<file path="src/hw/side_ch_defs.svh">
// widths and sizes of the IQ snapshot path
// SC_DMA_CAP must stay below the real DMA FIFO depth
`ifndef SIDE_CH_DEFS_SVH
`define SIDE_CH_DEFS_SVH

// one I or Q part
`define SC_IQ_W    16
`define SC_TSF_W   64
`define SC_DMA_W   64

// 1024 word ring buffer
`define SC_BUF_AW  10

`define SC_GPIO_W  8
`define SC_RSSI_W  11

// usable DMA FIFO words
`define SC_DMA_CAP 1000
`define SC_LEN_W   14

`endif
</file>
<file path="src/hw/side_ch_data_pkg.sv">
// data word types, widths come from side_ch_defs.svh
`default_nettype none
`include "side_ch_defs.svh"

package side_ch_data_pkg;

	// I in the low half, Q in the high half
	typedef logic [2*`SC_IQ_W-1:0] iq_pair_t;

	typedef logic [`SC_DMA_W-1:0] dma_word_t;

	typedef logic [`SC_BUF_AW-1:0] buf_addr_t;

	typedef logic [`SC_LEN_W-1:0] len_t;

	typedef logic [`SC_TSF_W-1:0] tsf_t;

endpackage

`default_nettype wire

</file>
<file path="src/hw/side_ch_cfg_pkg.sv">
// configuration codes and controller states of the IQ snapshot
`default_nettype none

package side_ch_cfg_pkg;

	typedef enum logic [3:0] {
		TRIG_FCS        = 4'd0, // also free run
		TRIG_FCS_OK     = 4'd1,
		TRIG_FCS_BAD    = 4'd2,
		TRIG_HDR        = 4'd3,
		TRIG_HDR_OK     = 4'd4,
		TRIG_HDR_BAD    = 4'd5,
		TRIG_RSSI_RISE  = 4'd6,
		TRIG_RSSI_FALL  = 4'd7,
		TRIG_AGC_UNLOCK = 4'd8, // lock to unlock
		TRIG_AGC_LOCK   = 4'd9, // unlock to lock
		TRIG_TX_START   = 4'd10,
		TRIG_TX_DONE    = 4'd11,
		TRIG_TX_AMP     = 4'd12
	} trig_sel_e;

	typedef enum logic [1:0] {
		SRC_RX      = 2'd0,
		SRC_MTX     = 2'd1, // modem transmit
		SRC_ITX     = 2'd2, // transmit interface
		SRC_ITX_ALT = 2'd3
	} src_sel_e;

	typedef enum logic [1:0] {
		MODE_LOOP = 2'd0,
		MODE_AUTO = 2'd1,
		MODE_EXT  = 2'd2,
		MODE_OFF  = 2'd3
	} start_mode_e;

	typedef enum logic [1:0] {
		CAP_WAIT = 2'd0,
		CAP_PREP = 2'd1,
		CAP_HDR  = 2'd2,
		CAP_SAMP = 2'd3
	} cap_state_e;

endpackage

`default_nettype wire

</file>
<file path="src/hw/iq_trigger_sel.sv">
// edge events appear two cycles after the input change, strobes one cycle
// trig stays low while capture_en is low
`default_nettype none
`include "side_ch_defs.svh"

module iq_trigger_sel
	import side_ch_cfg_pkg::*;
	import side_ch_data_pkg::*;
(
	input wire clk,
	input wire rstn,
	input wire capture_en,
	input wire trig_sel_e trig_sel,
	input wire free_run,
	input wire fcs_in_strobe,
	input wire fcs_ok,
	input wire pkt_header_valid_strobe,
	input wire pkt_header_valid,
	input wire logic signed [`SC_RSSI_W-1:0] rssi_half_db,
	input wire logic signed [`SC_RSSI_W-1:0] rssi_th,
	input wire logic [`SC_GPIO_W-1:0] gpio_status,
	input wire phy_tx_started,
	input wire phy_tx_done,
	input wire tx_bb_is_ongoing,
	input wire iq_pair_t iq1,
	input wire logic [`SC_IQ_W-1:0] iq_th,
	output logic trig
);

	logic signed [`SC_RSSI_W-1:0] rssi_q;
	logic agc_q;        // agc lock bit, gpio msb
	logic tx_bb_q;
	logic rssi_rise;
	logic rssi_fall;
	logic agc_unlock;
	logic agc_lock;
	logic [`SC_IQ_W-1:0] iq1_i;
	logic [`SC_IQ_W-1:0] iq1_i_abs;
	logic evt;

	assign iq1_i = iq1[`SC_IQ_W-1:0];
	assign iq1_i_abs = iq1_i[`SC_IQ_W-1] ? (~iq1_i + 1'b1) : iq1_i;

	always_ff @(posedge clk) begin
		if (!rstn) begin
			rssi_q <= '0;
			agc_q <= 1'b0;
			tx_bb_q <= 1'b0;
			rssi_rise <= 1'b0;
			rssi_fall <= 1'b0;
			agc_unlock <= 1'b0;
			agc_lock <= 1'b0;
			trig <= 1'b0;
		end else begin
			rssi_q <= rssi_half_db;
			agc_q <= gpio_status[`SC_GPIO_W-1];
			tx_bb_q <= tx_bb_is_ongoing;
			rssi_rise <= (rssi_q < rssi_th) && (rssi_half_db >= rssi_th);
			rssi_fall <= (rssi_q >= rssi_th) && (rssi_half_db < rssi_th);
			agc_unlock <= agc_q && !gpio_status[`SC_GPIO_W-1];
			agc_lock <= !agc_q && gpio_status[`SC_GPIO_W-1];
			trig <= capture_en && evt;
		end
	end

	always_comb begin
		case (trig_sel)
			TRIG_FCS:        evt = fcs_in_strobe | free_run;
			TRIG_FCS_OK:     evt = fcs_in_strobe & fcs_ok;
			TRIG_FCS_BAD:    evt = fcs_in_strobe & ~fcs_ok;
			TRIG_HDR:        evt = pkt_header_valid_strobe;
			TRIG_HDR_OK:     evt = pkt_header_valid_strobe & pkt_header_valid;
			TRIG_HDR_BAD:    evt = pkt_header_valid_strobe & ~pkt_header_valid;
			TRIG_RSSI_RISE:  evt = rssi_rise;
			TRIG_RSSI_FALL:  evt = rssi_fall;
			TRIG_AGC_UNLOCK: evt = agc_unlock;
			TRIG_AGC_LOCK:   evt = agc_lock;
			TRIG_TX_START:   evt = phy_tx_started;
			TRIG_TX_DONE:    evt = phy_tx_done;
			TRIG_TX_AMP:     evt = tx_bb_q && (iq1_i_abs > iq_th); // own tx leaking into rx
			default:         evt = fcs_in_strobe;
		endcase
	end

	a_sel_known: assert property (@(posedge clk) disable iff (!rstn)
		!$isunknown(trig_sel));

endmodule

`default_nettype wire

</file>
<file path="config.mk">
export PLATFORM = sky130hd
export DESIGN_NAME = iq_trigger_sel
export DESIGN_NICKNAME = d
export VERILOG_FILES = /design/src/hw/side_ch_data_pkg.sv /design/src/hw/side_ch_cfg_pkg.sv /design/src/hw/iq_trigger_sel.sv
export VERILOG_INCLUDE_DIRS = /design/src /design/src/hw
export SDC_FILE = /design/constraint.sdc
export NUM_CORES = 1
export LEC_CHECK = 0
export BUFFER_PORTS_ARGS = -buffer_cell sky130_fd_sc_hd__buf_2
export CORE_UTILIZATION = 46
export CTS_CLUSTER_SIZE = 16
export DETAILED_ROUTE_END_ITERATION = 8
export PLACE_DENSITY = 0.9
export SYNTH_ARGS = -nofsm -noshare
export SYNTH_HDL_FRONTEND = slang
export SYNTH_SLANG_ARGS = --single-unit
</file>
<file path="constraint.sdc">
create_clock -name clk -period 3.2 [get_ports clk]
set_input_delay 0.64 -clock clk [delete_from_list [all_inputs] [get_ports clk]]
set_output_delay 0.64 -clock clk [all_outputs]
set_load 0.02 [all_outputs]
</file>
# Yosys cells after proc, flatten, opt, wreduce, memory -nomap -nowiden
# Cells that the tools add are included.
[classes] n_addsub=1 mul=0 n_div=0 order_cmp=5 n_eq_ne=12 shift=0 mux=2 bitwise=8 n_reduce_logical=9
[op_table] operator="$ge 11x11->1" count=2
[op_table] operator="$lt 11x11->1" count=2
[op_table] operator="$eq 4x4->1 const B" count=5
[op_table] operator="$add 16x1->16 const B" count=1
[op_table] operator="$eq 4x3->1 const B" count=4
[op_table] operator="$gt 16x16->1" count=1
[op_table] operator="$mux 16" count=1
[op_table] operator="$not 16->16" count=1
[op_table] operator="$pmux 1 s13" count=1
[op_table] operator="$eq 4x2->1 const B" count=2
[op_table] operator="$logic_and 1x1->1" count=6
[op_table] operator="$and 1x1->1" count=4
[op_table] operator="$eq 4x1->1 const B" count=1
[op_table] operator="$logic_not 4->1" count=1
[op_table] operator="$logic_not 1->1" count=2
[op_table] operator="$not 1->1" count=2
[op_table] operator="$or 1x1->1" count=1
[totals] register_bits=18 latchBits=0 ram_bits=0 romBits=0 inputBits=93 mem_count=0

# Longest topological paths before layout
[logic_depth] depth_word=7 mapped_depth=12

# Worst setup path after synthesis
# No wires, ideal clock.
[synth_path] path_type="input-to-reg" startpoint="in iq1[9]" endpoint="reg trig" setup_time_ps=59 t_arrival_ps=2832 setup_slack_ps=310 path_stages=9 cell_sequence="or4_4 -> or3_1 -> o41ai_2 -> xnor2_1 -> ha_1 -> nand4_1 -> a2111o_1 -> o211ai_1 -> a22o_1"
[synth_via] elab_chain_cells=7
[synth_rtl] item="from (decl)" line="iq_trigger_sel.sv:25" rtl="input wire iq_pair_t iq1,"
[synth_rtl] item="$not 16->16" line="iq_trigger_sel.sv:42" rtl="assign iq1_i_abs = iq1_i[`SC_IQ_W-1] ? (~iq1_i + 1'b1) : iq1_i;"
[synth_rtl] item="$add 16x1->16" line="iq_trigger_sel.sv:42"
[synth_rtl] item="$mux 16 *" line="iq_trigger_sel.sv:42"
[synth_rtl] item="$gt 16x16->1 *" line="iq_trigger_sel.sv:80" rtl="TRIG_TX_AMP: evt = tx_bb_q && (iq1_i_abs > iq_th);"
[synth_rtl] item="$logic_and 1x1->1 *" line="iq_trigger_sel.sv:80"
[synth_rtl] item="$pmux 1 s13 *" line="iq_trigger_sel.sv:67" rtl="case (trig_sel)"
[synth_rtl] item="$logic_and 1x1->1 *" line="iq_trigger_sel.sv:62" rtl="trig <= capture_en && evt;"
[synth_rtl] item="to (signal assigned)" line="iq_trigger_sel.sv:62"
[synth_rtl] item="to (decl)" line="iq_trigger_sel.sv:27" rtl="output logic trig"
# Mark *: on every way between the ends. The rest lies on a longest branch, timed or not.
# A chain may end at the register's enable or synchronous reset.

# Final worst setup path
[layout_path] startpoint="in iq1[5]" endpoint="reg trig"
# The elaborated chain is that of the path after synthesis.

==> flow_metrics.tcl <==
set metrics [dict create \
    grt_pass1_vias 1799 \
    gp_congestion 0.805 \
    grt.total_usage 0.206 \
    finalCritPeriodShare 0.933 \
    ys.flop_type "dfxtp_1" \
    worstSetupPathType "primary input to register" \
    pre_cts_ws_ns -0.0323 \
    die_w_um 65.6 \
    placed_cells_incl_taps 343 \
    worstPathRequired_ns 3.35 \
    syn_to_final_growth_pct 26.0 \
    avgSynthCellArea_um2 8.31 \
    regToRegStartpoint "rssi_q[5]$_SDFF_PN0_" \
    final_common_cell "buf_2" \
    antenna_found_initial 0 \
    final_antenna_net_count 0 \
    setup_ws_ns 0.213 \
    synth_top_area_frac 0.262 \
    port_buffers 70 \
    vias_per_cell 5.47 \
    relSlewSlack 0.745 \
    cts_buffers 3 \
    max_freq_mhz 335 \
    die_h_um 65.6 \
    overflow 0 \
    coreArea_um2 3770 \
    row_count 22 \
    die_area_um2 4300 \
    hp-start "agc_q$_SDFF_PN0_" \
    powerDensity_nw_per_um2 289 \
    crit_path_cell_trace "buf_2, nor4_2, nand2_1, or3_1, o41ai_2, xnor2_1, ha_1, nand4_1, nor4_1, nor3_1, a22o_1" \
    ios 94 \
    cts_resized 0 \
    antenna-diode-count 0 \
    hp-class "register to register" \
    seq_area_frac_synth 0.194 \
    path_delay_family "simple AND/OR/NAND/NOR gates" \
    ir_drop_mv 0.258 \
    timing.final.crit_period_ns 2.99 \
    timing.critical_path.arrival_ns 3.14 \
    post_cts_buffers 0 \
    synthCells 224 \
    layout_common_cells "buf_2 (70), ha_1 (39), inv_1 (33)" \
    crit_path_start "iq1[5]" \
    start_util 0.493 \
    drc 0 \
    yosysTopAreaCell "ha_1" \
    htreeDepth 1 \
    synth_edf_count 0 \
    syn-cell-area_um2 1860 \
    final_layout_size_suffix_gt1_frac 0.288 \
    crit_fanout 4 \
    clock_path_buffers 2 \
    status "complete, no violations" \
    routedWlPerCell_um 12.6 \
    clock-root-buffer "clkbuf_8" \
    first_pass_iters 5 \
    yosys_register_bits 18 \
    vias 1899 \
    insertion_delay_ns 0.25 \
    setup.worst_path.start_class "primary input" \
    cts_tree "built" \
    hold_ws_ns 0.410 \
    slew_viol_final 0 \
    drtIter0Drc 128 \
    syn-num-nets 356 \
    setup_tns_ns 0 \
    path_clk_slew_ns 0.07 \
    post_synth_num_cell_types 41 \
    synth.top_cells.by_area "ha_1 (26%), dfxtp_1 (19%), inv_1 (6.7%)" \
    grt_first_pass_wirelength_um 7080 \
    cp_slowest_cell "or3_1" \
    drt_wl_total_um 4360 \
    setup_viol 0 \
    grt_max_degree 17 \
    dp_hpwl_um 3620 \
    p_leak_nw 1.22 \
    endpoint_kind "register" \
    rsz0062_at_grt "no" \
    n_fill_cell 330 \
    synth_async_sr_flop_share 0 \
    path_buf_inv 1 \
    drv_cap 0 \
    skew_ns 0.000732 \
    ys_warn_count 0 \
    max_stage_delay_ns 0.41 \
    stdcell_count 347 \
    cts_sinks 18 \
    hold_violations 0 \
    tightest_slew_ns 0.378 \
    nets 432 \
    cts_hold_buf 0 \
]
==> metal layers <==
| layer | wire (µm) | up-vias | GRT usage |
|---|---|---|---|
| li1 | - | 962 | - |
| met1 | 1830 | 846 | 0.226 |
| met2 | 2250 | 81 | 0.409 |
| met3 | 249 | 10 | 0.0260 |
| met4 | 29 | 0 | 0.0516 |
| met5 | 0 | - | 0 |
==> report_power, final <==
| part | total [mW] | switching [mW] | internal, mW |
|---|---|---|---|
| registers | 0.240 | 0.00361 | 0.237 |
| clock network | 0.190 | 0.0801 | 0.109 |
| logic | 0.247 | 0.127 | 0.120 |
==> sequential cells by signal (all words and copies together), names as in the netlist <==
register / cells
rssi_fall: 1
rssi_q: 11
trig: 1
tx_bb_q: 1
agc_q: 1
agc_unlock: 1
agc_lock: 1
rssi_rise: 1
==> Yosys cell counts (2+ instances only) <==
master,number
a211oi_1,3
a21oi_1,14
a221oi_1,2
and2_1,12
clkbuf_1,3
dfxtp_1,18
ha_1,39
inv_1,33
mux2_2,2
nand2_1,12
nand3_1,4
nand3b_1,2
nand4_1,10
nor2_1,8
nor2b_1,3
nor3_1,5
nor3b_1,3
o211ai_1,4
o21ai_0,8
o31ai_1,5
or3_1,2
xnor2_1,13
==> final cells by class <==
| cell class | count | area [µm²] | area share |
|---|---|---|---|
| Inverter | 33 | 124 | 0.0528 |
| Timing Repair Buffer | 74 | 380 | 0.162 |
| Multi-Input combinational cell | 170 | 1370 | 0.582 |
| Tap cell | 48 | 60.1 | 0.0256 |
| Sequential cell | 18 | 360 | 0.154 |
| Clock buffer | 4 | 55.1 | 0.0235 |
==> metrics by stage <==
step / total power, mW / utilization / instance area (µm²)
2_1_floorplan: 0.391 / - / 1860
3_3_place_gp: 0.473 / 0.607 / 2290
3_5_place_dp: 0.488 / 0.607 / 2290
4_1_cts: 0.675 / 0.622 / 2340
5_1_grt: 0.717 / 0.622 / 2340
6_report: 0.677 / 0.622 / 2340
==> path summary, 6_finish.rpt <==
| kind | to | slack, ns | cells after the start |
|---|---|---|---|
| worst max-delay path | trig$_SDFF_PN0_ | 0.21 | 11 |
| worst min-delay path | agc_lock$_SDFF_PN0_ | 0.41 | 1 |
| worst max register to register | rssi_rise$_SDFF_PN0_ | 1.60 | 6 |
| worst min register to register | agc_lock$_SDFF_PN0_ | 0.41 | 1 |
==> cell families (layout without fill, tap and decap cells) <==
kind of cell               count (synthesis)  count (layout)  synth area share
xor gates and xnor gates                  13              13            0.0612
and+or+nand+nor                           69              69             0.216
adders and majority gates                 39              39             0.262
muxes                                      4               4            0.0296
DFF                                       18              18             0.194
AOI/OAI and AO/OA                         45              45             0.165
buffers and inverters                     36             111            0.0726
Note: power is estimated with default switching activity, not from simulation.
