**src/hw/side_ch_defs.svh**
```systemverilog
// widths and sizes of the IQ snapshot path
// SC_DMA_CAP must stay below the real DMA FIFO depth
`ifndef SIDE_CH_DEFS_SVH
`define SIDE_CH_DEFS_SVH

// one I or Q part
`define SC_IQ_W    16
`define SC_TSF_W   64
`define SC_DMA_W   64

// 1024 word ring buffer
`define SC_BUF_AW  10

`define SC_GPIO_W  8
`define SC_RSSI_W  11

// usable DMA FIFO words
`define SC_DMA_CAP 1000
`define SC_LEN_W   14

`endif
```
**src/hw/side_ch_data_pkg.sv**
```systemverilog
// data word types, widths come from side_ch_defs.svh
`default_nettype none
`include "side_ch_defs.svh"

package side_ch_data_pkg;

	// I in the low half, Q in the high half
	typedef logic [2*`SC_IQ_W-1:0] iq_pair_t;

	typedef logic [`SC_DMA_W-1:0] dma_word_t;

	typedef logic [`SC_BUF_AW-1:0] buf_addr_t;

	typedef logic [`SC_LEN_W-1:0] len_t;

	typedef logic [`SC_TSF_W-1:0] tsf_t;

endpackage

`default_nettype wire

```
**src/hw/side_ch_cfg_pkg.sv**
```systemverilog
// configuration codes and controller states of the IQ snapshot
`default_nettype none

package side_ch_cfg_pkg;

	typedef enum logic [3:0] {
		TRIG_FCS        = 4'd0, // also free run
		TRIG_FCS_OK     = 4'd1,
		TRIG_FCS_BAD    = 4'd2,
		TRIG_HDR        = 4'd3,
		TRIG_HDR_OK     = 4'd4,
		TRIG_HDR_BAD    = 4'd5,
		TRIG_RSSI_RISE  = 4'd6,
		TRIG_RSSI_FALL  = 4'd7,
		TRIG_AGC_UNLOCK = 4'd8, // lock to unlock
		TRIG_AGC_LOCK   = 4'd9, // unlock to lock
		TRIG_TX_START   = 4'd10,
		TRIG_TX_DONE    = 4'd11,
		TRIG_TX_AMP     = 4'd12
	} trig_sel_e;

	typedef enum logic [1:0] {
		SRC_RX      = 2'd0,
		SRC_MTX     = 2'd1, // modem transmit
		SRC_ITX     = 2'd2, // transmit interface
		SRC_ITX_ALT = 2'd3
	} src_sel_e;

	typedef enum logic [1:0] {
		MODE_LOOP = 2'd0,
		MODE_AUTO = 2'd1,
		MODE_EXT  = 2'd2,
		MODE_OFF  = 2'd3
	} start_mode_e;

	typedef enum logic [1:0] {
		CAP_WAIT = 2'd0,
		CAP_PREP = 2'd1,
		CAP_HDR  = 2'd2,
		CAP_SAMP = 2'd3
	} cap_state_e;

endpackage

`default_nettype wire

```
**src/hw/iq_capture_ctrl.sv**
```systemverilog
// one snapshot frame per accepted trigger: tsf header then iq_len_target words
// frame is dropped when the DMA FIFO lacks room, triggers outside wait are ignored
`default_nettype none
`include "side_ch_defs.svh"

module iq_capture_ctrl
	import side_ch_cfg_pkg::*;
	import side_ch_data_pkg::*;
(
	input wire clk,
	input wire rstn,
	input wire capture_en,
	input wire trig,
	input wire tsf_t tsf_runtime_val,
	input wire buf_addr_t wptr,
	input wire sample_strobe,
	input wire dma_word_t rdata,
	input wire len_t pre_trigger_len,
	input wire len_t iq_len_target,
	input wire len_t m_axis_data_count,
	output buf_addr_t raddr,
	output dma_word_t cap_data,
	output logic cap_valid
);

	cap_state_e state;
	len_t count;     // reads issued in this frame
	tsf_t tsf_lock;
	logic rd_pend;   // read issued on the last edge
	logic room_ok;
	logic issue;

	// header word plus all samples must fit
	assign room_ok = (int'(`SC_DMA_CAP) - int'(m_axis_data_count)) >=
		(int'(iq_len_target) + 1);
	assign issue = (state == CAP_SAMP) && sample_strobe && (count != iq_len_target);

	always_ff @(posedge clk) begin
		if (!rstn) begin
			state <= CAP_WAIT;
			count <= '0;
			raddr <= '0;
			rd_pend <= 1'b0;
			cap_valid <= 1'b0;
		end else if (!capture_en) begin
			state <= CAP_WAIT;
			rd_pend <= 1'b0;
			cap_valid <= 1'b0;
		end else begin
			rd_pend <= issue;
			case (state)
				CAP_WAIT: begin
					cap_valid <= 1'b0;
					count <= '0;
					if (trig) begin
						raddr <= wptr - buf_addr_t'(pre_trigger_len);
						state <= CAP_PREP;
					end
				end
				CAP_PREP: begin
					cap_valid <= 1'b0;
					state <= room_ok ? CAP_HDR : CAP_WAIT;
				end
				CAP_HDR: begin
					cap_valid <= 1'b1; // tsf word
					state <= CAP_SAMP;
				end
				CAP_SAMP: begin
					cap_valid <= rd_pend;
					if (issue) begin
						raddr <= raddr + 1'b1;
						count <= count + 1'b1;
					end
					// last pending word still goes out on this edge
					if (count == iq_len_target)
						state <= CAP_WAIT;
				end
				default: state <= CAP_WAIT;
			endcase
		end
	end

	always_ff @(posedge clk) begin
		if (state == CAP_WAIT && trig)
			tsf_lock <= tsf_runtime_val;
		if (state == CAP_HDR)
			cap_data <= tsf_lock;
		else if (rd_pend)
			cap_data <= rdata;
	end

	a_valid_state: assert property (@(posedge clk) disable iff (!rstn)
		cap_valid |-> $past(state) inside {CAP_HDR, CAP_SAMP});

	a_count_bound: assert property (@(posedge clk) disable iff (!rstn)
		state == CAP_SAMP |-> count <= iq_len_target);

endmodule

`default_nettype wire

```
**config.mk**
```make
export PLATFORM = sky130hd
export DESIGN_NAME = iq_capture_ctrl
export DESIGN_NICKNAME = d
export VERILOG_FILES = /design/src/hw/side_ch_data_pkg.sv /design/src/hw/side_ch_cfg_pkg.sv /design/src/hw/iq_capture_ctrl.sv
export VERILOG_INCLUDE_DIRS = /design/src /design/src/hw
export SDC_FILE = /design/constraint.sdc
export NUM_CORES = 1
export LEC_CHECK = 0
export BUFFER_PORTS_ARGS = -buffer_cell sky130_fd_sc_hd__buf_2
export CORE_MARGIN = 4
export CORE_UTILIZATION = 54
export DETAILED_ROUTE_END_ITERATION = 7
export HOLD_SLACK_MARGIN = 0.15
export PLACE_DENSITY_LB_ADDON = 0.08
export SLEW_MARGIN = 20
export SYNTH_ARGS = -nofsm -noshare
export SYNTH_HDL_FRONTEND = slang
export SYNTH_SLANG_ARGS = --single-unit
```
**constraint.sdc**
```tcl
create_clock -name clk -period 6.95 [get_ports clk]
set_input_delay 0.3475 -clock clk [delete_from_list [all_inputs] [get_ports clk]]
set_output_delay 0.3475 -clock clk [all_outputs]
set_load 0.005 [all_outputs]
```
Yosys cells after proc, flatten, opt, wreduce, memory -nomap -nowiden

Index checks and enable logic that the tools add are counted.

Add/sub/neg operators: 5
Magnitude comparators: 1
Equal/unequal tests: 8
Mux-type cells: 12
Reduce and logical (&&, ||, !) cells: 11

Operators by type and width:

| kind                                                | number |
|---|---|
| 2-to-1 mux 64 bit                                   | 2 |
| one-hot mux 14 bit (2 select lines)                 | 1 |
| 2-to-1 mux 10 bit                                   | 2 |
| one-hot mux 10 bit (2 select lines)                 | 1 |
| >= comparator 15 x 16 -> 1 bit                      | 1 |
| adder 14 x 1 -> 15 bit, second input constant       | 1 |
| subtractor 10 x 14 -> 15 bit, first input constant  | 1 |
| adder 14 x 1 -> 14 bit, second input constant       | 1 |
| equality test 14 bit                                | 1 |
| 2-to-1 mux 14 bit                                   | 1 |
| != test 14 bit                                      | 1 |
| adder 10 x 1 -> 10 bit, second input constant       | 1 |
| subtractor 10 bit                                   | 1 |
| one-hot mux 2 bit (4 select lines)                  | 1 |
| 2-to-1 mux 2 bit                                    | 3 |
| equality test 2 bit, second input constant          | 2 |
| != test 2 bit, second input constant                | 2 |
| AND reduction 2 bit                                 | 2 |
| AND reduction 4 bit                                 | 1 |
| nonzero test 2 bit                                  | 2 |
| logical AND 1 bit                                   | 3 |
| one-hot mux 1 bit (3 select lines)                  | 1 |
| AND reduction 3 bit                                 | 1 |
| equality test 2 x 1 -> 1 bit, second input constant | 1 |
| 3 further kinds                                     | 3 |

Flip-flop bits (word level): 156
Input port bits: 185
Output and inout bits: 75
Word-level logic and storage cells: 44

Logic depth before layout (Yosys ltp)

Gate-level depths: netlist (run 1).

Word-level depth: 5
Gate-level depth with buffers: 13
Depth with buffers taken out: 13

Worst setup path after synthesis (run 1)

No wires, ideal clock.

Path kind: input port to flip-flop
Start point: input m_axis_data_count[1]
End point: register (tool-made name)
Library setup time: 144 ps
Arrival time: 2369 ps
Data required time: 6806 ps
Setup slack: 4437 ps
Cell stages on the path: 11
Buffers on the path: 0
Cells stage by stage: o31ai_1 -> nand2b_1 -> a41oi_1 -> nand2_1 -> xor2_1 -> ha_1 -> and4_1 -> o21ai_0 -> nor4_1 -> a2111oi_0 -> a221oi_1

RTL lines:

| item               | line                  | RTL |
|---|---|---|
| start: declaration | iq_capture_ctrl.sv:20 | `input wire len_t m_axis_data_count,` |

==> results of run 1 <==
final cells by class:
type	count	area share, %
flip-flops and latches	156	43.4
multi-input cells	379	28.5
repair buffers	323	19.2
clock buffers	17	4.19
well taps	176	2.17
clock inverters	15	1.82
inverters	19	0.702
diodes	2	0.0493
sequential cells by signal, summed over array words and instances, names as in the netlist, named ones only:
register and cells:
cap_data 64, cap_valid 1, count 14, raddr 10
rd_pend 1, state 1, tsf_lock 64
logic make-up (layout without fill, tap and decap cells):
kind of cell | count (synthesis) | in the layout | synth area share (%)
flops | 156 | 156 | 59.1
simple gates | 146 | 146 | 10.7
buf+inv | 36 | 374 | 2.05
other cells | 0 | 2 | 0
xor+xnor | 41 | 41 | 4.82
compound gates | 97 | 97 | 8.42
mux | 67 | 67 | 10.1
fa+ha+maj | 28 | 28 | 4.80
final timing paths:
path | from | endpoint | slack (ns) | depth (start not counted)
setup / recovery | flop | cap_data[29] | 3.90 | 4
hold / removal | trig | state[0] | 0.23 | 3
setup reg to reg | flop | cap_data[29] | 3.90 | 4
hold reg to reg | raddr[1] | raddr[1] | 0.49 | 2
power groups by stage:
stage	Combinational, W	Sequential, W	Clock (W)
after detailed placement	0.000201	0.00107	0
after global routing	0.000260	0.00106	0.00101
after floorplan	0.000111	0.00107	0
after global placement	0.000190	0.00107	0
final	0.000235	0.00105	0.000959
after CTS	0.000234	0.00105	0.000963
per-layer routing:
layer / vias up / wire [um] / global-route usage [%]
met1: 2780 / 7600 / 28.6
met5: - / 27 / 0
met3: 40 / 1390 / 6.48
met2: 240 / 11000 / 47.0
li1: 2813 / - / -
met4: 4 / 544 / 8.29
worst max-delay path: stages (launching register included):
cell and delay [ns]:
dfxtp_1 0.50, nor2b_4 0.20, buf_4 0.66, or2_2 0.75, buf_4 0.55
through the flow:
step           hold WS (ns)  area (um^2)
6_report              0.227        10200
5_1_grt               0.219        10200
4_1_cts               0.215        10200
3_5_place_dp          0.485         8900
3_3_place_gp          0.479         8900
2_1_floorplan         0.446         7450
layout by cell type (no fill, tap or decap), drive strengths merged, types with 4 or more instances in the layout:
master	n
buf	259
dfxtp	28
nand4	10
edfxtp	128
mux2	64
clkbuf	17
xnor2	24
inv	24
o21ai	27
a21oi	28
and4	6
clkinv	6
or3	13
nor2	19
nand3	20
or4	4
and3	8
or2	6
nor2b	8
ha	27
a31oi	6
o21a	4
a21o	4
xor2	17
nand2	31
dlygate4sd3	64
nand2b	8
what timing repair did:
item | CTS | global route
gates resized for setup | 0 | 0
hold buffers | 64 | 0
hold endpoints to repair | 64 | 0
setup endpoints to repair | 0 | 0
==> results.ini, run 1 <==
[status]
status=completed

[sta]
skew_ns=0.00594
fin_setup_tns_ns=0
rsz0062_at_grt=no
worst_slack_ns=3.90
min_period_over_period_pct=43.9
min_period_ns=3.05
hold_violations=0
worstMarginPinSlew_ns=0.895
slew_viol_final=0
fmax_mhz=328
relSlewSlack_pct=40.3
setup_violations=0

[placement]
dpl_worst_slack_ns=3.89
dp_cells=989
dp_hpwl_um=14200
finalWeightedCongestion=0.926
portBuffers=255

[power]
p_comb_share_pct=10.5
power.switching_w=0.000507
power_density_mw_per_mm2=221
netSwitchingFraction_pct=22.6
leakagePower_nw=4.11
ir_drop_mv=0.174
clock_power_share_pct=42.7
power_w=0.00225
pwr-share-seq_pct=46.9
p_int_w=0.00174

[clock_network]
cts_tree=yes
clockRootBuffer=clkbuf_16
h-tree-depth=4
path_clk_slew_ns=0.06
cts_setup_buffers=0
cts_buffers=17
clkSinkCount=156
clock_latency_ns=0.42
clock_path_buffers=2

[global_route]
antenna_found_initial=4
grt_pass1_vias=5996
grt_first_pass_wirelength_um=31500
grt_max_degree=66
grt-ovfl-total=0
track_usage_pct=25.5

[cells_and_area]
fillers=872
multi_input_area_mm2=0.00290
layout.cells.non_filler=1087
drive_above_1_share_pct=40.6
final_util_pct=75.8
nNetsFinal=1109
syn2layout_area_growth_pct=36.4
ff_latch_area_mm2=0.00440

[worst_setup_path]
cp_data_arrival_time_ns=3.11
critPathKind=reg2reg
start_kind=flop
required_ns=7.01
worstPathMaxFanout=65
crit_path_end_kind=flop

[detailed_routing]
route.detailed.drc=0
wl_per_cell_um=18.9
drt_wl_total_um=20500
via_count=5877
drt_pass1_iterations=4
drt_iter0_drc=294
vias_per_cell=5.41
ant_nets=0

[yosys]
synth.top_cells.by_area=edfxtp_1 (52%), mux2_2 (9.7%), dfxtp_1 (7.5%), ha_1 (4.5%), xnor2_1 (2.8%)
syn_nets=784
ys.flop_type=edfxtp_1
synth_async_sr_flop_share_pct=0
syn-instance-count=571
avgSynthCellArea_um2=13.0
synth-seq-cells=156
synth_area_mm2=0.00745
synth-seq-area-share_pct=59.1
yosysMostFrequentCell=edfxtp_1
synth_top_area_share_pct=51.6
ys_top_cells_by_count=edfxtp_1 (128), mux2_2 (64), nand2_1 (31), a21oi_1 (28), dfxtp_1 (28)
yosysWarnings=0
synth_top_cell_by_area=edfxtp_1
synthDistinctLibCells=57
synth_edf_count=128

[die]
fp-row-count=42
start_util_pct=55.6
io_pins=260
chipHeight_um=125
core_mm2=0.0134
chipWidth_um=125
die_area_mm2=0.0157

[job]
cap_violations=0

[worst_hold_path]
hp-class=in2reg

Power figures use the tool's default switching activity.
==> run 2: changes to the inputs <==
Settings changed: ABC_AREA set to 1, CORE_UTILIZATION 54 to 51.
Clock period 6.95 ns to 3.1 ns, I/O delays scaled along.
==> run 2 against run 1 <==
Effect of this change: global-route usage rose by 0.052 points; count of clock-buffer cells in the layout unchanged; largest power group unchanged; cell count grew 21%; critical path type is now in2reg.
==> results.ini, run 2 <==
[status]
status=completed

[worst_hold_path]
hp-start=m_axis_data_count[13]
hp-class=in2reg

[cells_and_area]
largest_registers=cap_data (64), tsf_lock (64), count (14)
nNetsFinal=1327  ; +20%
syn2layout_area_growth_pct=43.6
drive_above_1_share_pct=32.7  ; -7.9 points
layout_commonest_cell=buf_2
final_cell_mix=buf_2 (255), nand2_1 (139), dlygate4sd3_1 (131), edfxtp_1 (128), inv_1 (75)

[worst_setup_path]
cp_data_arrival_time_ns=2.47  ; -0.64 ns
critical_path.slowest_cell=nor3_1
cp-startpoint=iq_len_target[0]
start_kind=input pin
reg2reg_to=tsf_lock[54]
critPathKind=in2reg
crit_path_end_kind=flop
crit_chain=buf_2 > ha_1 > inv_1 > nor3_1 > nand4_1 > nor2_1 > xor2_1 > inv_1 > ha_1 > inv_1 > nor3_1 > nor3_1 > nand2_1 > nand2_1 > nand2_1 > nand2_1 > a21oi_1
required_ns=3.45  ; -3.56 ns
reg2reg_depth=4  ; unchanged
slowest_delay_ns=0.38  ; -0.37 ns
crit_top_cell=nand2_1
worstPathMaxFanout=5  ; -92%
r2r_slack_ns=1.28  ; -2.62 ns
rr_startpoint=state[0]

[detailed_routing]
drt_iter0_drc=359  ; +22%
drt_wl_total_um=21900  ; +6.6%
wl_per_cell_um=16.7  ; -12%
drt_pass1_iterations=5  ; +1
ant_nets=0  ; unchanged
detailroute.wirelength.met3_um=1390  ; about the same
via_count=6557  ; +12%
vias_per_cell=5.00  ; -7.6%
route.detailed.drc=0  ; unchanged
wl_met2_um=11300  ; +3.1%
topRoutingLayerUsed=met4
met1_length_um=8550  ; +12%

[yosys]
ys.flop_type=edfxtp_1
yosysWarnings=0  ; unchanged
syn-instance-count=721  ; +26%
synthDistinctLibCells=35  ; -39%
synth_top_area_share_pct=49.5  ; -2.1 points
yosysMostFrequentCell=nand2_1
avgSynthCellArea_um2=10.8  ; -18%
synth-seq-cells=156  ; unchanged
synth.top_cells.by_area=edfxtp_1 (50%), mux2_2 (9.3%), dfxtp_1 (7.2%), nand2_1 (6.8%), ha_1 (4.4%)
synth_edf_count=128  ; unchanged
syn_nets=934  ; +19%
synth_async_sr_flop_share_pct=0  ; unchanged
ys_top_cells_by_count=nand2_1 (141), edfxtp_1 (128), inv_1 (75), mux2_2 (64), nor2_1 (62)
synth-seq-area-share_pct=56.8  ; -2.4 points
synth_area_mm2=0.00776  ; +4.2%
synth_top_cell_by_area=edfxtp_1

[clock_network]
post_cts_resized=0  ; unchanged
h-tree-depth=4  ; unchanged
clkSinkCount=156  ; unchanged
cts_buffers=17  ; unchanged
clock_path_buffers=2  ; unchanged
clock_latency_ns=0.42  ; about the same
cts_tree=yes
clockRootBuffer=clkbuf_16
path_clk_slew_ns=0.07  ; about the same

[global_route]
grt_max_degree=66  ; unchanged
grt_pass1_vias=6597  ; +10%
grt_first_pass_wirelength_um=35100  ; +11%
track_usage_pct=25.5  ; +0.052 points
antenna_found_initial=1  ; -3
grt-ovfl-total=0  ; unchanged

[die]
io_pins=260  ; unchanged
die_area_mm2=0.0173  ; +9.6%
core_mm2=0.0147  ; +9.7%
start_util_pct=52.8  ; -2.8 points
chipWidth_um=131  ; +4.7%
chipHeight_um=131  ; +4.7%
fp-row-count=44  ; +4.8%

[power]
ir_drop_mv=0.352  ; +100%
leakagePower_nw=4.85  ; +18%
power_w=0.00512  ; +130%
power_density_mw_per_mm2=459  ; +110%

[sta]
relSlewSlack_pct=41.6  ; +1.3 points
hold_violations=0  ; unchanged
worstMarginPinSlew_ns=0.875  ; -0.0198 ns
slew_viol_final=0  ; unchanged
fmax_mhz=473
min_period_ns=2.12
fin_setup_tns_ns=0  ; unchanged
rsz0062_at_grt=no
skew_ns=0.0124  ; +0.00644 ns
setup_violations=0  ; unchanged
min_period_over_period_pct=68.3

[placement]
finalWeightedCongestion=0.811  ; -12%
dp_hpwl_um=13600  ; -3.6%
portBuffers=255  ; unchanged

[job]
cap_violations=0  ; unchanged

run 2: changes by cell type in the layout (fill, tap and decap cells not counted), sizes merged, moves of 13 or more:
cell         before  now
nor2             19   64
nand3            20   46
inv              24   85
xor2             17   35
nand2            31  146
o21ai            27   13
or3              13    0
dlygate4sd3      64  131
run 2: per-layer routing:
| layer | vias up | global-route usage, % |
|---|---|---|
| met1 | 3030 | 29.3 |
| met5 | - | 0 |
| met3 | 46 | 6.65 |
| met2 | 244 | 45.7 |
| li1 | 3237 | - |
| met4 | 0 | 10.0 |
run 2: where the power goes:
group	switching, W	internal, W
sequential	0.0000284	0.00234
clock	0.000907	0.00122
combinational	0.000291	0.000338
run 2: cells by family after synthesis:
kind of cell	synth area share, %
xor gates and xnor gates	5.31
DFF	56.8
AOI/OAI and AO/OA	3.97
and+or+nand+nor	14.9
adders and majority gates	4.61
buffers and inverters	5.08
muxes	9.42
run 2: stage by stage:
step / instance area (um^2) / setup slack, ns / util, % / hold WS (ns) / std cells
after global placement: 9230 / 0.641 / 62.8 / 0.331 / 1148
after floorplan: 7760 / 0.342 / - / 0.254 / 721
final: 11100 / 0.984 / 75.8 / 0.175 / 1312
after detailed placement: 9230 / 0.531 / 62.8 / 0.333 / 1148
after global routing: 11100 / 0.672 / 75.8 / 0.188 / 1312
after CTS: 11100 / 0.975 / 75.8 / 0.163 / 1311
run 2: worst min path at each step:
stage	depth (start not counted)	end
6_report	6	flop
5_1_grt	6	flop
4_1_cts	6	flop
3_5_place_dp	1	tsf_lock[4]
3_3_place_gp	1	tsf_lock[53]
2_1_floorplan	0	tsf_lock[0]
run 2: worst max-delay path: cells and delay by family:
kind | cells | cell delay, ns
xor+xnor | 1 | 0.16
simple gates | 9 | 1.29
fa+ha+maj | 2 | 0.46
buf+inv | 4 | 0.29
compound gates | 1 | 0.12
run 2: repair_timing:
| item | CTS | global route |
|---|---|---|
| hold buffers | 131 | 0 |
| buffers inserted | 0 | 0 |
| hold endpoints to repair | 136 | 0 |
run 2: layout make-up:
cell class	count	area [um^2]
Inverter	78	293
Antenna cell	1	2.50
Clock inverter	15	176
Fill cell	1016	3560
Clock buffer	17	425
Tap cell	184	230
Timing Repair Buffer	391	2640
Multi-Input combinational cell	470	2970
Sequential cell	156	4400
