$ cat config.mk
export PLATFORM = sky130hd
export DESIGN_NAME = dma_stream_sel
export DESIGN_NICKNAME = d
export VERILOG_FILES = /design/src/hw/side_ch_data_pkg.sv /design/src/hw/side_ch_cfg_pkg.sv /design/src/hw/dma_stream_sel.sv
export VERILOG_INCLUDE_DIRS = /design/src /design/src/hw
export SDC_FILE = /design/constraint.sdc
export NUM_CORES = 1
export LEC_CHECK = 0
export ABC_AREA = 1
export BUFFER_PORTS_ARGS = -buffer_cell sky130_fd_sc_hd__buf_2
export CORE_AREA = 2 2 80 82
export CTS_CLUSTER_SIZE = 28
export DETAILED_ROUTE_END_ITERATION = 16
export DIE_AREA = 0 0 82 84
export SYNTH_ARGS = -nofsm -noshare
export SYNTH_HDL_FRONTEND = slang
export SYNTH_SLANG_ARGS = --single-unit
$ cat constraint.sdc
create_clock -name clk -period 2.1 [get_ports clk]
set_input_delay 0.21 -clock clk [delete_from_list [all_inputs] [get_ports clk]]
set_output_delay 0.21 -clock clk [all_outputs]
set_load 0.01 [all_outputs]
$ cat src/hw/side_ch_defs.svh
// widths and sizes of the IQ snapshot path
// SC_DMA_CAP must stay below the real DMA FIFO depth
`ifndef SIDE_CH_DEFS_SVH
`define SIDE_CH_DEFS_SVH

// one I or Q part
`define SC_IQ_W    16
`define SC_TSF_W   64
`define SC_DMA_W   64

// 1024 word ring buffer
`define SC_BUF_AW  10

`define SC_GPIO_W  8
`define SC_RSSI_W  11

// usable DMA FIFO words
`define SC_DMA_CAP 1000
`define SC_LEN_W   14

`endif
$ cat src/hw/side_ch_data_pkg.sv
// data word types, widths come from side_ch_defs.svh
`default_nettype none
`include "side_ch_defs.svh"

package side_ch_data_pkg;

	// I in the low half, Q in the high half
	typedef logic [2*`SC_IQ_W-1:0] iq_pair_t;

	typedef logic [`SC_DMA_W-1:0] dma_word_t;

	typedef logic [`SC_BUF_AW-1:0] buf_addr_t;

	typedef logic [`SC_LEN_W-1:0] len_t;

	typedef logic [`SC_TSF_W-1:0] tsf_t;

endpackage

`default_nettype wire

$ cat src/hw/side_ch_cfg_pkg.sv
// configuration codes and controller states of the IQ snapshot
`default_nettype none

package side_ch_cfg_pkg;

	typedef enum logic [3:0] {
		TRIG_FCS        = 4'd0, // also free run
		TRIG_FCS_OK     = 4'd1,
		TRIG_FCS_BAD    = 4'd2,
		TRIG_HDR        = 4'd3,
		TRIG_HDR_OK     = 4'd4,
		TRIG_HDR_BAD    = 4'd5,
		TRIG_RSSI_RISE  = 4'd6,
		TRIG_RSSI_FALL  = 4'd7,
		TRIG_AGC_UNLOCK = 4'd8, // lock to unlock
		TRIG_AGC_LOCK   = 4'd9, // unlock to lock
		TRIG_TX_START   = 4'd10,
		TRIG_TX_DONE    = 4'd11,
		TRIG_TX_AMP     = 4'd12
	} trig_sel_e;

	typedef enum logic [1:0] {
		SRC_RX      = 2'd0,
		SRC_MTX     = 2'd1, // modem transmit
		SRC_ITX     = 2'd2, // transmit interface
		SRC_ITX_ALT = 2'd3
	} src_sel_e;

	typedef enum logic [1:0] {
		MODE_LOOP = 2'd0,
		MODE_AUTO = 2'd1,
		MODE_EXT  = 2'd2,
		MODE_OFF  = 2'd3
	} start_mode_e;

	typedef enum logic [1:0] {
		CAP_WAIT = 2'd0,
		CAP_PREP = 2'd1,
		CAP_HDR  = 2'd2,
		CAP_SAMP = 2'd3
	} cap_state_e;

endpackage

`default_nettype wire

$ cat src/hw/dma_stream_sel.sv
// DMA output select by start mode, off mode drives everything low
`default_nettype none

module dma_stream_sel
	import side_ch_cfg_pkg::*;
	import side_ch_data_pkg::*;
(
	input wire clk,
	input wire rstn,
	input wire start_mode_e start_mode,
	input wire len_reg_wr,
	input wire ext_start,
	input wire s_tlast,
	input wire dma_word_t data_to_pl,
	input wire emptyn_to_pl,
	input wire dma_word_t cap_data,
	input wire cap_valid,
	output dma_word_t data_to_ps,
	output logic data_to_ps_valid,
	output logic m_axis_start_1trans,
	output logic pl_ask_data
);

	logic wr_q1;
	logic wr_q2;
	logic auto_start;

	always_ff @(posedge clk) begin
		if (!rstn) begin
			wr_q1 <= 1'b0;
			wr_q2 <= 1'b0;
		end else begin
			wr_q1 <= len_reg_wr;
			wr_q2 <= wr_q1;
		end
	end

	assign auto_start = wr_q1 & ~wr_q2; // length write rising edge

	always_comb begin
		case (start_mode)
			MODE_LOOP: begin // slave stream straight back out
				data_to_ps = data_to_pl;
				data_to_ps_valid = emptyn_to_pl;
				m_axis_start_1trans = s_tlast;
				pl_ask_data = 1'b1;
			end
			MODE_AUTO: begin
				data_to_ps = cap_data;
				data_to_ps_valid = cap_valid;
				m_axis_start_1trans = auto_start;
				pl_ask_data = 1'b0;
			end
			MODE_EXT: begin
				data_to_ps = cap_data;
				data_to_ps_valid = cap_valid;
				m_axis_start_1trans = ext_start;
				pl_ask_data = 1'b0;
			end
			default: begin
				data_to_ps = '0;
				data_to_ps_valid = 1'b0;
				m_axis_start_1trans = 1'b0;
				pl_ask_data = 1'b0;
			end
		endcase
	end

endmodule

`default_nettype wire

After elaboration in Yosys (flattened, before gate mapping)
Index checks and enable logic that the tools add are counted.
- register bits after elaboration: 2
- output and inout port bits: 67
- logic and storage cells: 12
- equal/unequal tests: 2
- muxes and demuxes: 4
- bitwise logic cells: 2
- reductions and logical operators: 2
- operator list (kind ; number):
    one-hot mux 64 bit (2 select lines) ; 1
    one-hot mux 1 bit (3 select lines) ; 1
    == test 2 x 1 -> 1 bit (second input constant) ; 1
    == test 2 bit (second input constant) ; 1
    zero test 2 bit ; 1
    one-hot mux 1 bit (2 select lines) ; 1
    OR reduction 2 bit ; 1
    AND 1 bit ; 1
    2-to-1 mux 1 bit ; 1
    NOT 1 bit ; 1

Logic depth before layout (Yosys ltp)
Gate-level depths: netlist of run 1.
- word-level depth: 3
- depth in mapped cells: 7
- mapped depth without buffers: 6

Worst setup path before layout of run 1
OpenSTA, ideal clock, no wires.
- path kind: input -> output
- start point: input start_mode[0]
- end point: output data_to_ps[18]
- arrival: 1105 ps
- path slack: 785 ps
- cell stages on the path: 6
- path buffers: 2
- cell sequence: inv_1 > ha_1 > buf_4 > buf_4 > nand2_1 > a21oi_1
- longest elaborated chain between the ends: 3
- ends and longest elaborated chain (what ; line ; source):
    start: declaration ; dma_stream_sel.sv:10 ; input wire start_mode_e start_mode,
    == test 2 bit / == test 2 x 1 -> 1 bit (equally long branches) ; dma_stream_sel.sv:41 ; case (start_mode)
    OR reduction 2 bit (no line) ; - ;
    one-hot mux 64 bit (2 select lines) * ; dma_stream_sel.sv:41 ;
    end: declaration ; dma_stream_sel.sv:18 ; output dma_word_t data_to_ps,
Mark *: on every way between the ends. The rest lies on a longest branch, timed or not.

Worst setup path after layout of run 1
- start point: input start_mode[0]
- end point: output data_to_ps[38]
Same word-level chain as after synthesis.

==> results of run 1 <==
==> area by class of cell <==
cell class	count	area, um^2
diodes	1	2.502
clock buffers	3	41.29
fillers	716	3940
inverters	6	22.52
multi-input cells	206	897.1
flip-flops and latches	2	40.04
well taps	77	96.34
repair buffers	205	1056
==> cells in the mapped netlist <==
library cell    n  share of area
buf_2          12          0.056
a21oi_1        66           0.31
nand2_1       135           0.47
ha_1            4          0.047
clkbuf_1        3          0.011
inv_1           6          0.021
buf_4           6          0.042
nand3_1         1         0.0047
dfxtp_1         2          0.037
==> stage by stage <==
stage	util	worst slack, ps
finish	0.3537	223.7
global route	0.3532	86.93
CTS	0.3532	223.6
detailed placement	0.3465	232.2
global placement	0.3465	233.0
floorplan	-	785.1
==> report_power, final <==
group	switching (mW)	internal [mW]	total, mW	leakage, nW
Combinational	0.272	0.240	0.513	1.27
Clock	0.0301	0.121	0.151	0.0216
Sequential	0.000804	0.0402	0.0410	0.0166
Total	0.303	0.402	0.705	1.31
==> metal layers <==
layer	share of wire	vias to the layer above	track usage	wire [um]
met5	0	-	0	0
met2	0.51	126	0.2720	2659
met3	0.11	2	0.01515	551
met1	0.37	896	0.1307	1934
li1	-	1121	-	-
met4	0.0052	0	0.03636	27
==> worst reg2reg max path: cells and delay by family (launching register included) <==
kind                   cells  cell delay (ps)
flip-flops                 1              300
AND/OR/NAND/NOR            1               50
buffers and inverters      1               40
==> worst min-delay path by stage <==
stage	to	from	slack [ps]	cells after the start
2_1_floorplan	wr_q1	len_reg_wr	300	2
5_1_grt	wr_q1	len_reg_wr	180	3
3_3_place_gp	wr_q1	len_reg_wr	390	3
6_report	wr_q1	len_reg_wr	180	3
4_1_cts	wr_q1	len_reg_wr	170	3
3_5_place_dp	wr_q1	len_reg_wr	390	3
==> cell families after synthesis <==
| family | after synthesis | share of synthesized area |
|---|---|---|
| and+or+nand+nor | 136 | 0.4778 |
| AOI/OAI and AO/OA | 66 | 0.3084 |
| buffers and inverters | 27 | 0.1297 |
| adders and majority gates | 4 | 0.04673 |
| DFF | 2 | 0.03738 |
==> state kept, by name, indices dropped and copies added (netlist names) <==
| register | count |
|---|---|
| wr_q2 | 1 |
| wr_q1 | 1 |
==> flow_summary.toml, run 1 <==
[outcome]
status = "complete, no violations"

[detailed_routing]
vias = 2145
drc = 0
ant_nets = 0
wl_per_cell_um = 10.34
post_drt_via_cell_ratio = 4.290
first_iter_violations = 74
wl_um = 5171
firstDrtPassIters = 4

[timing]
max_slew_margin = 0.1971
tns_ps = 0
hold_violations = 0
clock.fmax_mhz = 533.0
worst_pin_slew_ps = 1204
setup_violations = 0
whs_ps = 179.1
drv_slew = 0
finalCritPeriodShare = 0.8935
rsz0062_at_grt = "false"
min_period_ps = 1876
skew_ps = 0.8956

[logic_synthesis]
seq_area_frac_synth = 0.03738
syn-num-nets = 376
syn_area_um2 = 1071
yosysWarningCount = 0
synth_cells = 235
avgSynthCellArea_um2 = 4.558
ys_ff_latch = 2
synth_cell_types = 9

[power_and_ir_drop]
cellPowerDensity_nw_per_um2 = 327.1
total_power_uw = 705.1
power_leakage_nw = 1.311
ir_drop_uv = 131.2

[die]
die_x_um = 82
die-area_um2 = 6888
ioPinCount = 204
die_h_um = 84
row_count = 29
core_um2 = 6096
initial_core_util = 0.1757

[final_layout]
final_cell_mix = "buf_2 (203), nand2_1 (135), a21oi_1 (66)"
final_common_cell = "buf_2"
syn2layout_area_growth_pct = 101.3
finalInstanceArea_um2 = 2156
layoutNonFillerInstCount = 500
layout.nets = 565
drive_gt1_frac = 0.4976

[clock_tree]
ctsResizeCount = 0
cts_hold_buffers = 0
worst_skew_pair.late_latency_ps = 210
cts_tree = "built"
numCtsBuffers = 3
postCtsSetupBuffers = 0
htreeDepth = 1
root_buffer = "clkbuf_8"
cts_buffer_depth = 2
cts_sinks = 2
cts.clk_slew.worst_paths_ps = 30

[critical_path]
crit_top_cell = "buf_2"
cp_num_buf_inv = 2
crit_family = "adder cells"
reg2reg_from = "wr_q1"
crit_path_max_incr_delay_ps = 960
critPathKind = "in -> out"
cp.arrival_ps = 1670
critical_path_depth = 4
worstSetupStartpoint = "start_mode[0]"
end_kind = "output pin"
cp_slowest_cell = "ha_2"
rrSetupSlack_ps = 1600
path_max_fanout = 66
endpoint = "data_to_ps[38]"
reg2reg_to = "wr_q2"
required_ps = 1890
worstPathCellList = "buf_2 > ha_2 > a21oi_1 > buf_2"
start_kind = "input pin"
reg2reg_depth = 2

[global_route]
grt_usage = 0.1321
grt_overflow = 0
grt_pass1_wl_um = 7527
first_global_vias = 1883
antenna_found_initial = 1
grt_max_degree = 68

[placement]
io_buffers = 203
placed_area_um2 = 2112
dpl.cell_count = 496
dp_hpwl_um = 3899
gp_congestion = 0.7444

[run]
drv_cap = 0

[hold_path]
hold_path_class = "in -> reg"
(Power assumes the default switching activity.)
==> run 2: changes to the inputs <==
--- a/config.mk
+++ b/config.mk
@@ -8,10 +8,10 @@
 export LEC_CHECK = 0
 export ABC_AREA = 1
 export BUFFER_PORTS_ARGS = -buffer_cell sky130_fd_sc_hd__buf_2
-export CORE_AREA = 2 2 80 82
+export CORE_AREA = 2 2 79 81
 export CTS_CLUSTER_SIZE = 28
 export DETAILED_ROUTE_END_ITERATION = 16
-export DIE_AREA = 0 0 82 84
+export DIE_AREA = 0 0 81 83
 export SYNTH_ARGS = -nofsm -noshare
 export SYNTH_HDL_FRONTEND = slang
 export SYNTH_SLANG_ARGS = --single-unit
==> constraint.sdc (replaced) <==
create_clock -name clk -period 1.7 [get_ports clk]
set_input_delay 0.17 -clock clk [delete_from_list [all_inputs] [get_ports clk]]
set_output_delay 0.17 -clock clk [all_outputs]
set_load 0.01 [all_outputs]
==> run 2 against run 1 <==
Net effect:
- first-iteration DRC count shrank 26%
- clock power grew 22%
- combinational power grew 28%
- via count grew 2.0%
- final area grew 2.1%
- critical path type unchanged
==> flow_summary.toml, run 2 (synthesized netlist as in run 1, its figures left out) <==
[timing]
drv_slew = 0
skew_ps = 2.527
worst_pin_slew_ps = 218.4
tns_ps = 0
max_slew_margin = 0.8544
setup_violations = 0
clock.fmax_mhz = 669.7
min_period_ps = 1493
hold_violations = 0
rsz0062_at_grt = "false"
finalCritPeriodShare = 0.8783

[final_layout]
drive_gt1_frac = 0.5035
final_common_cell = "buf_2"
final_cell_mix = "buf_2 (203), nand2_1 (135), a21oi_1 (66)"
diodes = 0
layoutNonFillerInstCount = 502
syn2layout_area_growth_pct = 105.5
layout.nets = 570
finalInstanceArea_um2 = 2201
reg.largest.list = "wr_q1: 1 flops, wr_q2: 1 flops"

[placement]
gp_congestion = 0.7110
dp_hpwl_um = 4425
io_buffers = 203
dpl.cell_count = 499
placed_area_um2 = 2160

[global_route]
grt_usage = 0.1491
antenna_found_initial = 0
grt_max_degree = 49
grt_pass1_wl_um = 8280
grt_overflow = 0
first_global_vias = 2008

[clock_tree]
root_buffer = "clkbuf_8"
cts_buffer_depth = 2
ctsResizeCount = 0
cts_tree = "built"
cts_sinks = 2
cts_hold_buffers = 0
cts.clk_slew.worst_paths_ps = 30
numCtsBuffers = 3
postCtsSetupBuffers = 0
worst_skew_pair.late_latency_ps = 210
htreeDepth = 1

[detailed_routing]
drc = 0
ant_nets = 0
firstDrtPassIters = 4
wl_per_cell_um = 10.93
first_iter_violations = 55
post_drt_via_cell_ratio = 4.357
wl_um = 5488
vias = 2187

[critical_path]
required_ps = 1530
cp_num_buf_inv = 4
end_kind = "output pin"
worstPathCellList = "buf_2 > inv_1 > ha_2 > buf_12 > nand2_1 > a21oi_1 > buf_2"
cp_slowest_cell = "ha_2"
start_kind = "input pin"
crit_path_max_incr_delay_ps = 340
cp.arrival_ps = 1320
crit_top_cell = "buf_2"
crit_family = "buffers and inverters"
path_max_fanout = 48
critPathKind = "in -> out"

[die]
row_count = 28
die_x_um = 81
ioPinCount = 204
core_um2 = 5816
initial_core_util = 0.1842
die_h_um = 83
die-area_um2 = 6723

[power_and_ir_drop]
power_leakage_nw = 1.340
total_power_uw = 892.5
cellPowerDensity_nw_per_um2 = 405.5
ir_drop_uv = 295.5

[hold_path]
hold_path_class = "in -> reg"

[outcome]
status = "complete, no violations"

[run]
drv_cap = 0
==> run 2: cell types whose count changed in the layout (fill, tap and decap cells not counted) <==
cell / delta
buf_4: +4
buf_12: +1
diode_2: -1
==> run 2: through the flow <==
stage                     worst slack, ps    util  hold WS, ps
after floorplan                     465.1       -        263.5
after global placement              185.4  0.3713        358.4
after detailed placement            176.7  0.3713        362.4
after CTS                           171.6  0.3784        149.2
after global routing                105.8  0.3784        177.8
final                               206.9  0.3784        150.0
==> run 2: worst paths after layout <==
path                            depth (start not counted)  slack [ps]           from       endpoint
worst max-delay path                                    7         210  start_mode[0]  data_to_ps[7]
worst min-delay path                                    3         150     len_reg_wr          wr_q1
worst max register to register                          2        1220          wr_q1          wr_q2
worst min register to register                          2         420          wr_q1          wr_q2
==> run 2: cell type report <==
cell class,instances,area (um^2)
Sequential cell,2,40.04
Inverter,6,22.52
Timing Repair Buffer,210,1106
Multi-Input combinational cell,206,897.1
Tap cell,75,93.84
Clock buffer,3,41.29
Fill cell,686,3615
==> run 2: worst min-delay path: cells and delay by family <==
kind | cells | cell delay, ps
and+or+nand+nor | 1 | 40
buffers and inverters | 2 | 120
==> run 2: routing by layer <==
metal  vias up  GRT usage  wire length (um)
met4         0    0.03544                49
li1       1131          -                 -
met3         6    0.03152               668
met1       912     0.1538              2082
met5         -          0                 0
met2       138     0.2938              2687
==> run 2: where the power goes <==
group | internal, mW | total (mW) | switching [mW]
Clock | 0.149 | 0.184 | 0.0348
Combinational | 0.310 | 0.658 | 0.348
Sequential | 0.0496 | 0.0504 | 0.000769
==> run 3: changes to the inputs <==
--- a/config.mk
+++ b/config.mk
@@ -12,6 +12,7 @@
 export CTS_CLUSTER_SIZE = 28
 export DETAILED_ROUTE_END_ITERATION = 16
 export DIE_AREA = 0 0 81 83
+export MAX_ROUTING_LAYER = met4
 export SYNTH_ARGS = -nofsm -noshare
 export SYNTH_HDL_FRONTEND = slang
 export SYNTH_SLANG_ARGS = --single-unit
==> run 3 against run 2 <==
Net effect:
- global-route usage is 0.40 points higher
- sequential share of layout area stayed put
- count of clock-buffer cells in the layout unchanged
- worst setup slack worse by 13 ps
- hold slack improved by 1.8 ps
- final area unchanged
- sequential power about the same
- first-iteration DRC count up 5.5%
- clock power hardly changed
- non-clock buffer count is the same
- maximum frequency down 0.83%
- sequential cell count stayed put
- largest cell class unchanged
- largest power group unchanged
==> flow_summary.toml, run 3 (synthesized netlist as in run 1, its figures left out) <==
[outcome]
status = "complete, no violations"

[power_and_ir_drop]
share_comb_of_total_power = 0.738
cellPowerDensity_nw_per_um2 = 405.3
seqPwrFrac = 0.056
power.internal_uw = 509.3
swShare = 0.4290
total_power_uw = 891.9
ir_drop_uv = 293.9
switchingPower_uw = 382.6
clockPowerShare = 0.206
power_leakage_nw = 1.340

[clock_tree]
postCtsSetupBuffers = 0
numCtsBuffers = 3
cts_buffer_depth = 2
worst_skew_pair.late_latency_ps = 210
cts_sinks = 2
cts.clk_slew.worst_paths_ps = 30
root_buffer = "clkbuf_8"
cts_hold_buffers = 0
cts_tree = "built"
ctsResizeCount = 0
htreeDepth = 1

[final_layout]
syn2layout_area_growth_pct = 105.5
final_common_cell = "buf_2"
layout.nets = 570
diodes = 0
fin_util = 0.3784
drive_gt1_frac = 0.5035
reg.largest.list = "wr_q1: 1 flops, wr_q2: 1 flops"
finalInstanceArea_um2 = 2201
final_cell_mix = "buf_2 (203), nand2_1 (135), a21oi_1 (66)"
layoutNonFillerInstCount = 502

[timing]
tns_ps = 0
worst_slack_ps = 194.3
max_slew_margin = 0.8539
finalCritPeriodShare = 0.8857
whs_ps = 151.8
clock.fmax_mhz = 664.1
rsz0062_at_grt = "false"
worst_pin_slew_ps = 219.2
setup_violations = 0
drv_slew = 0
hold_violations = 0
min_period_ps = 1506
skew_ps = 2.492

[die]
die_x_um = 81
die_h_um = 83
row_count = 28
ioPinCount = 204
core_um2 = 5816
initial_core_util = 0.1842
die-area_um2 = 6723

[hold_path]
hold_path_class = "in -> reg"
min_from = "len_reg_wr"
min_to = "wr_q1"
hold_path_depth = 3

[critical_path]
rrSetupSlack_ps = 1220
reg2reg_to = "wr_q2"
end_kind = "output pin"
cp.arrival_ps = 1340
crit_path_max_incr_delay_ps = 340
path_max_fanout = 48
critPathKind = "in -> out"
reg2reg_depth = 2
start_kind = "input pin"
worstPathCellList = "buf_2 > inv_1 > ha_2 > buf_12 > nand2_1 > a21oi_1 > buf_2"
cp_slowest_cell = "ha_2"
crit_top_cell = "buf_2"
required_ps = 1530
crit_family = "buffers and inverters"
reg2reg_from = "wr_q1"
cp_num_buf_inv = 4

[placement]
gp_congestion = 0.7191
placed_area_um2 = 2160
dpl.cell_count = 499
io_buffers = 203
pre_cts_ws_ps = 176.7
dp_hpwl_um = 4425

[detailed_routing]
wl_per_cell_um = 10.94
post_drt_via_cell_ratio = 4.351
first_iter_violations = 58
drc = 0
wl_um = 5494
ant_nets = 0
firstDrtPassIters = 4
vias = 2184

[global_route]
grt_max_degree = 49
grt_overflow = 0
grt_usage = 0.1531
grt_pass1_wl_um = 8280
antenna_found_initial = 0
first_global_vias = 2009

[run]
drv_cap = 0
-- run 3: worst max path at each step --
stage	start	endpoint	slack [ps]	cells after the start
after global routing	start_mode[1]	data_to_ps[7]	110	7
after global placement	start_mode[1]	data_to_ps[7]	190	7
after CTS	start_mode[1]	data_to_ps[60]	170	7
final	start_mode[0]	data_to_ps[7]	190	7
after detailed placement	start_mode[0]	data_to_ps[60]	180	7
after floorplan	start_mode[0]	data_to_ps[18]	470	6
-- run 3: cell type report --
cell class | instances | area [um^2]
inverters | 6 | 22.52
clock buffers | 3 | 41.29
flip-flops and latches | 2 | 40.04
fillers | 686 | 3615
repair buffers | 210 | 1106
multi-input cells | 206 | 897.1
well taps | 75 | 93.84
-- run 3: tightest hold or removal path: stages --
cell	delay [ps]
buf_2	80
nand2_1	40
inv_1	40
-- run 3: power by group through the flow --
stage               Combinational (mW)  Sequential, mW  Clock, mW
floorplan                        0.323          0.0508          0
finish                           0.658          0.0504      0.184
global placement                 0.660          0.0509          0
CTS                              0.669          0.0504      0.191
global route                     0.744          0.0506      0.198
detailed placement               0.666          0.0510          0
-- run 3: layer usage --
metal,global-route usage,share of wire,vias up
met4,0.03544,0.0053,0
met3,0.03043,0.12,4
li1,-,-,1130
met5,-,0,-
met1,0.1545,0.38,914
met2,0.2938,0.49,136
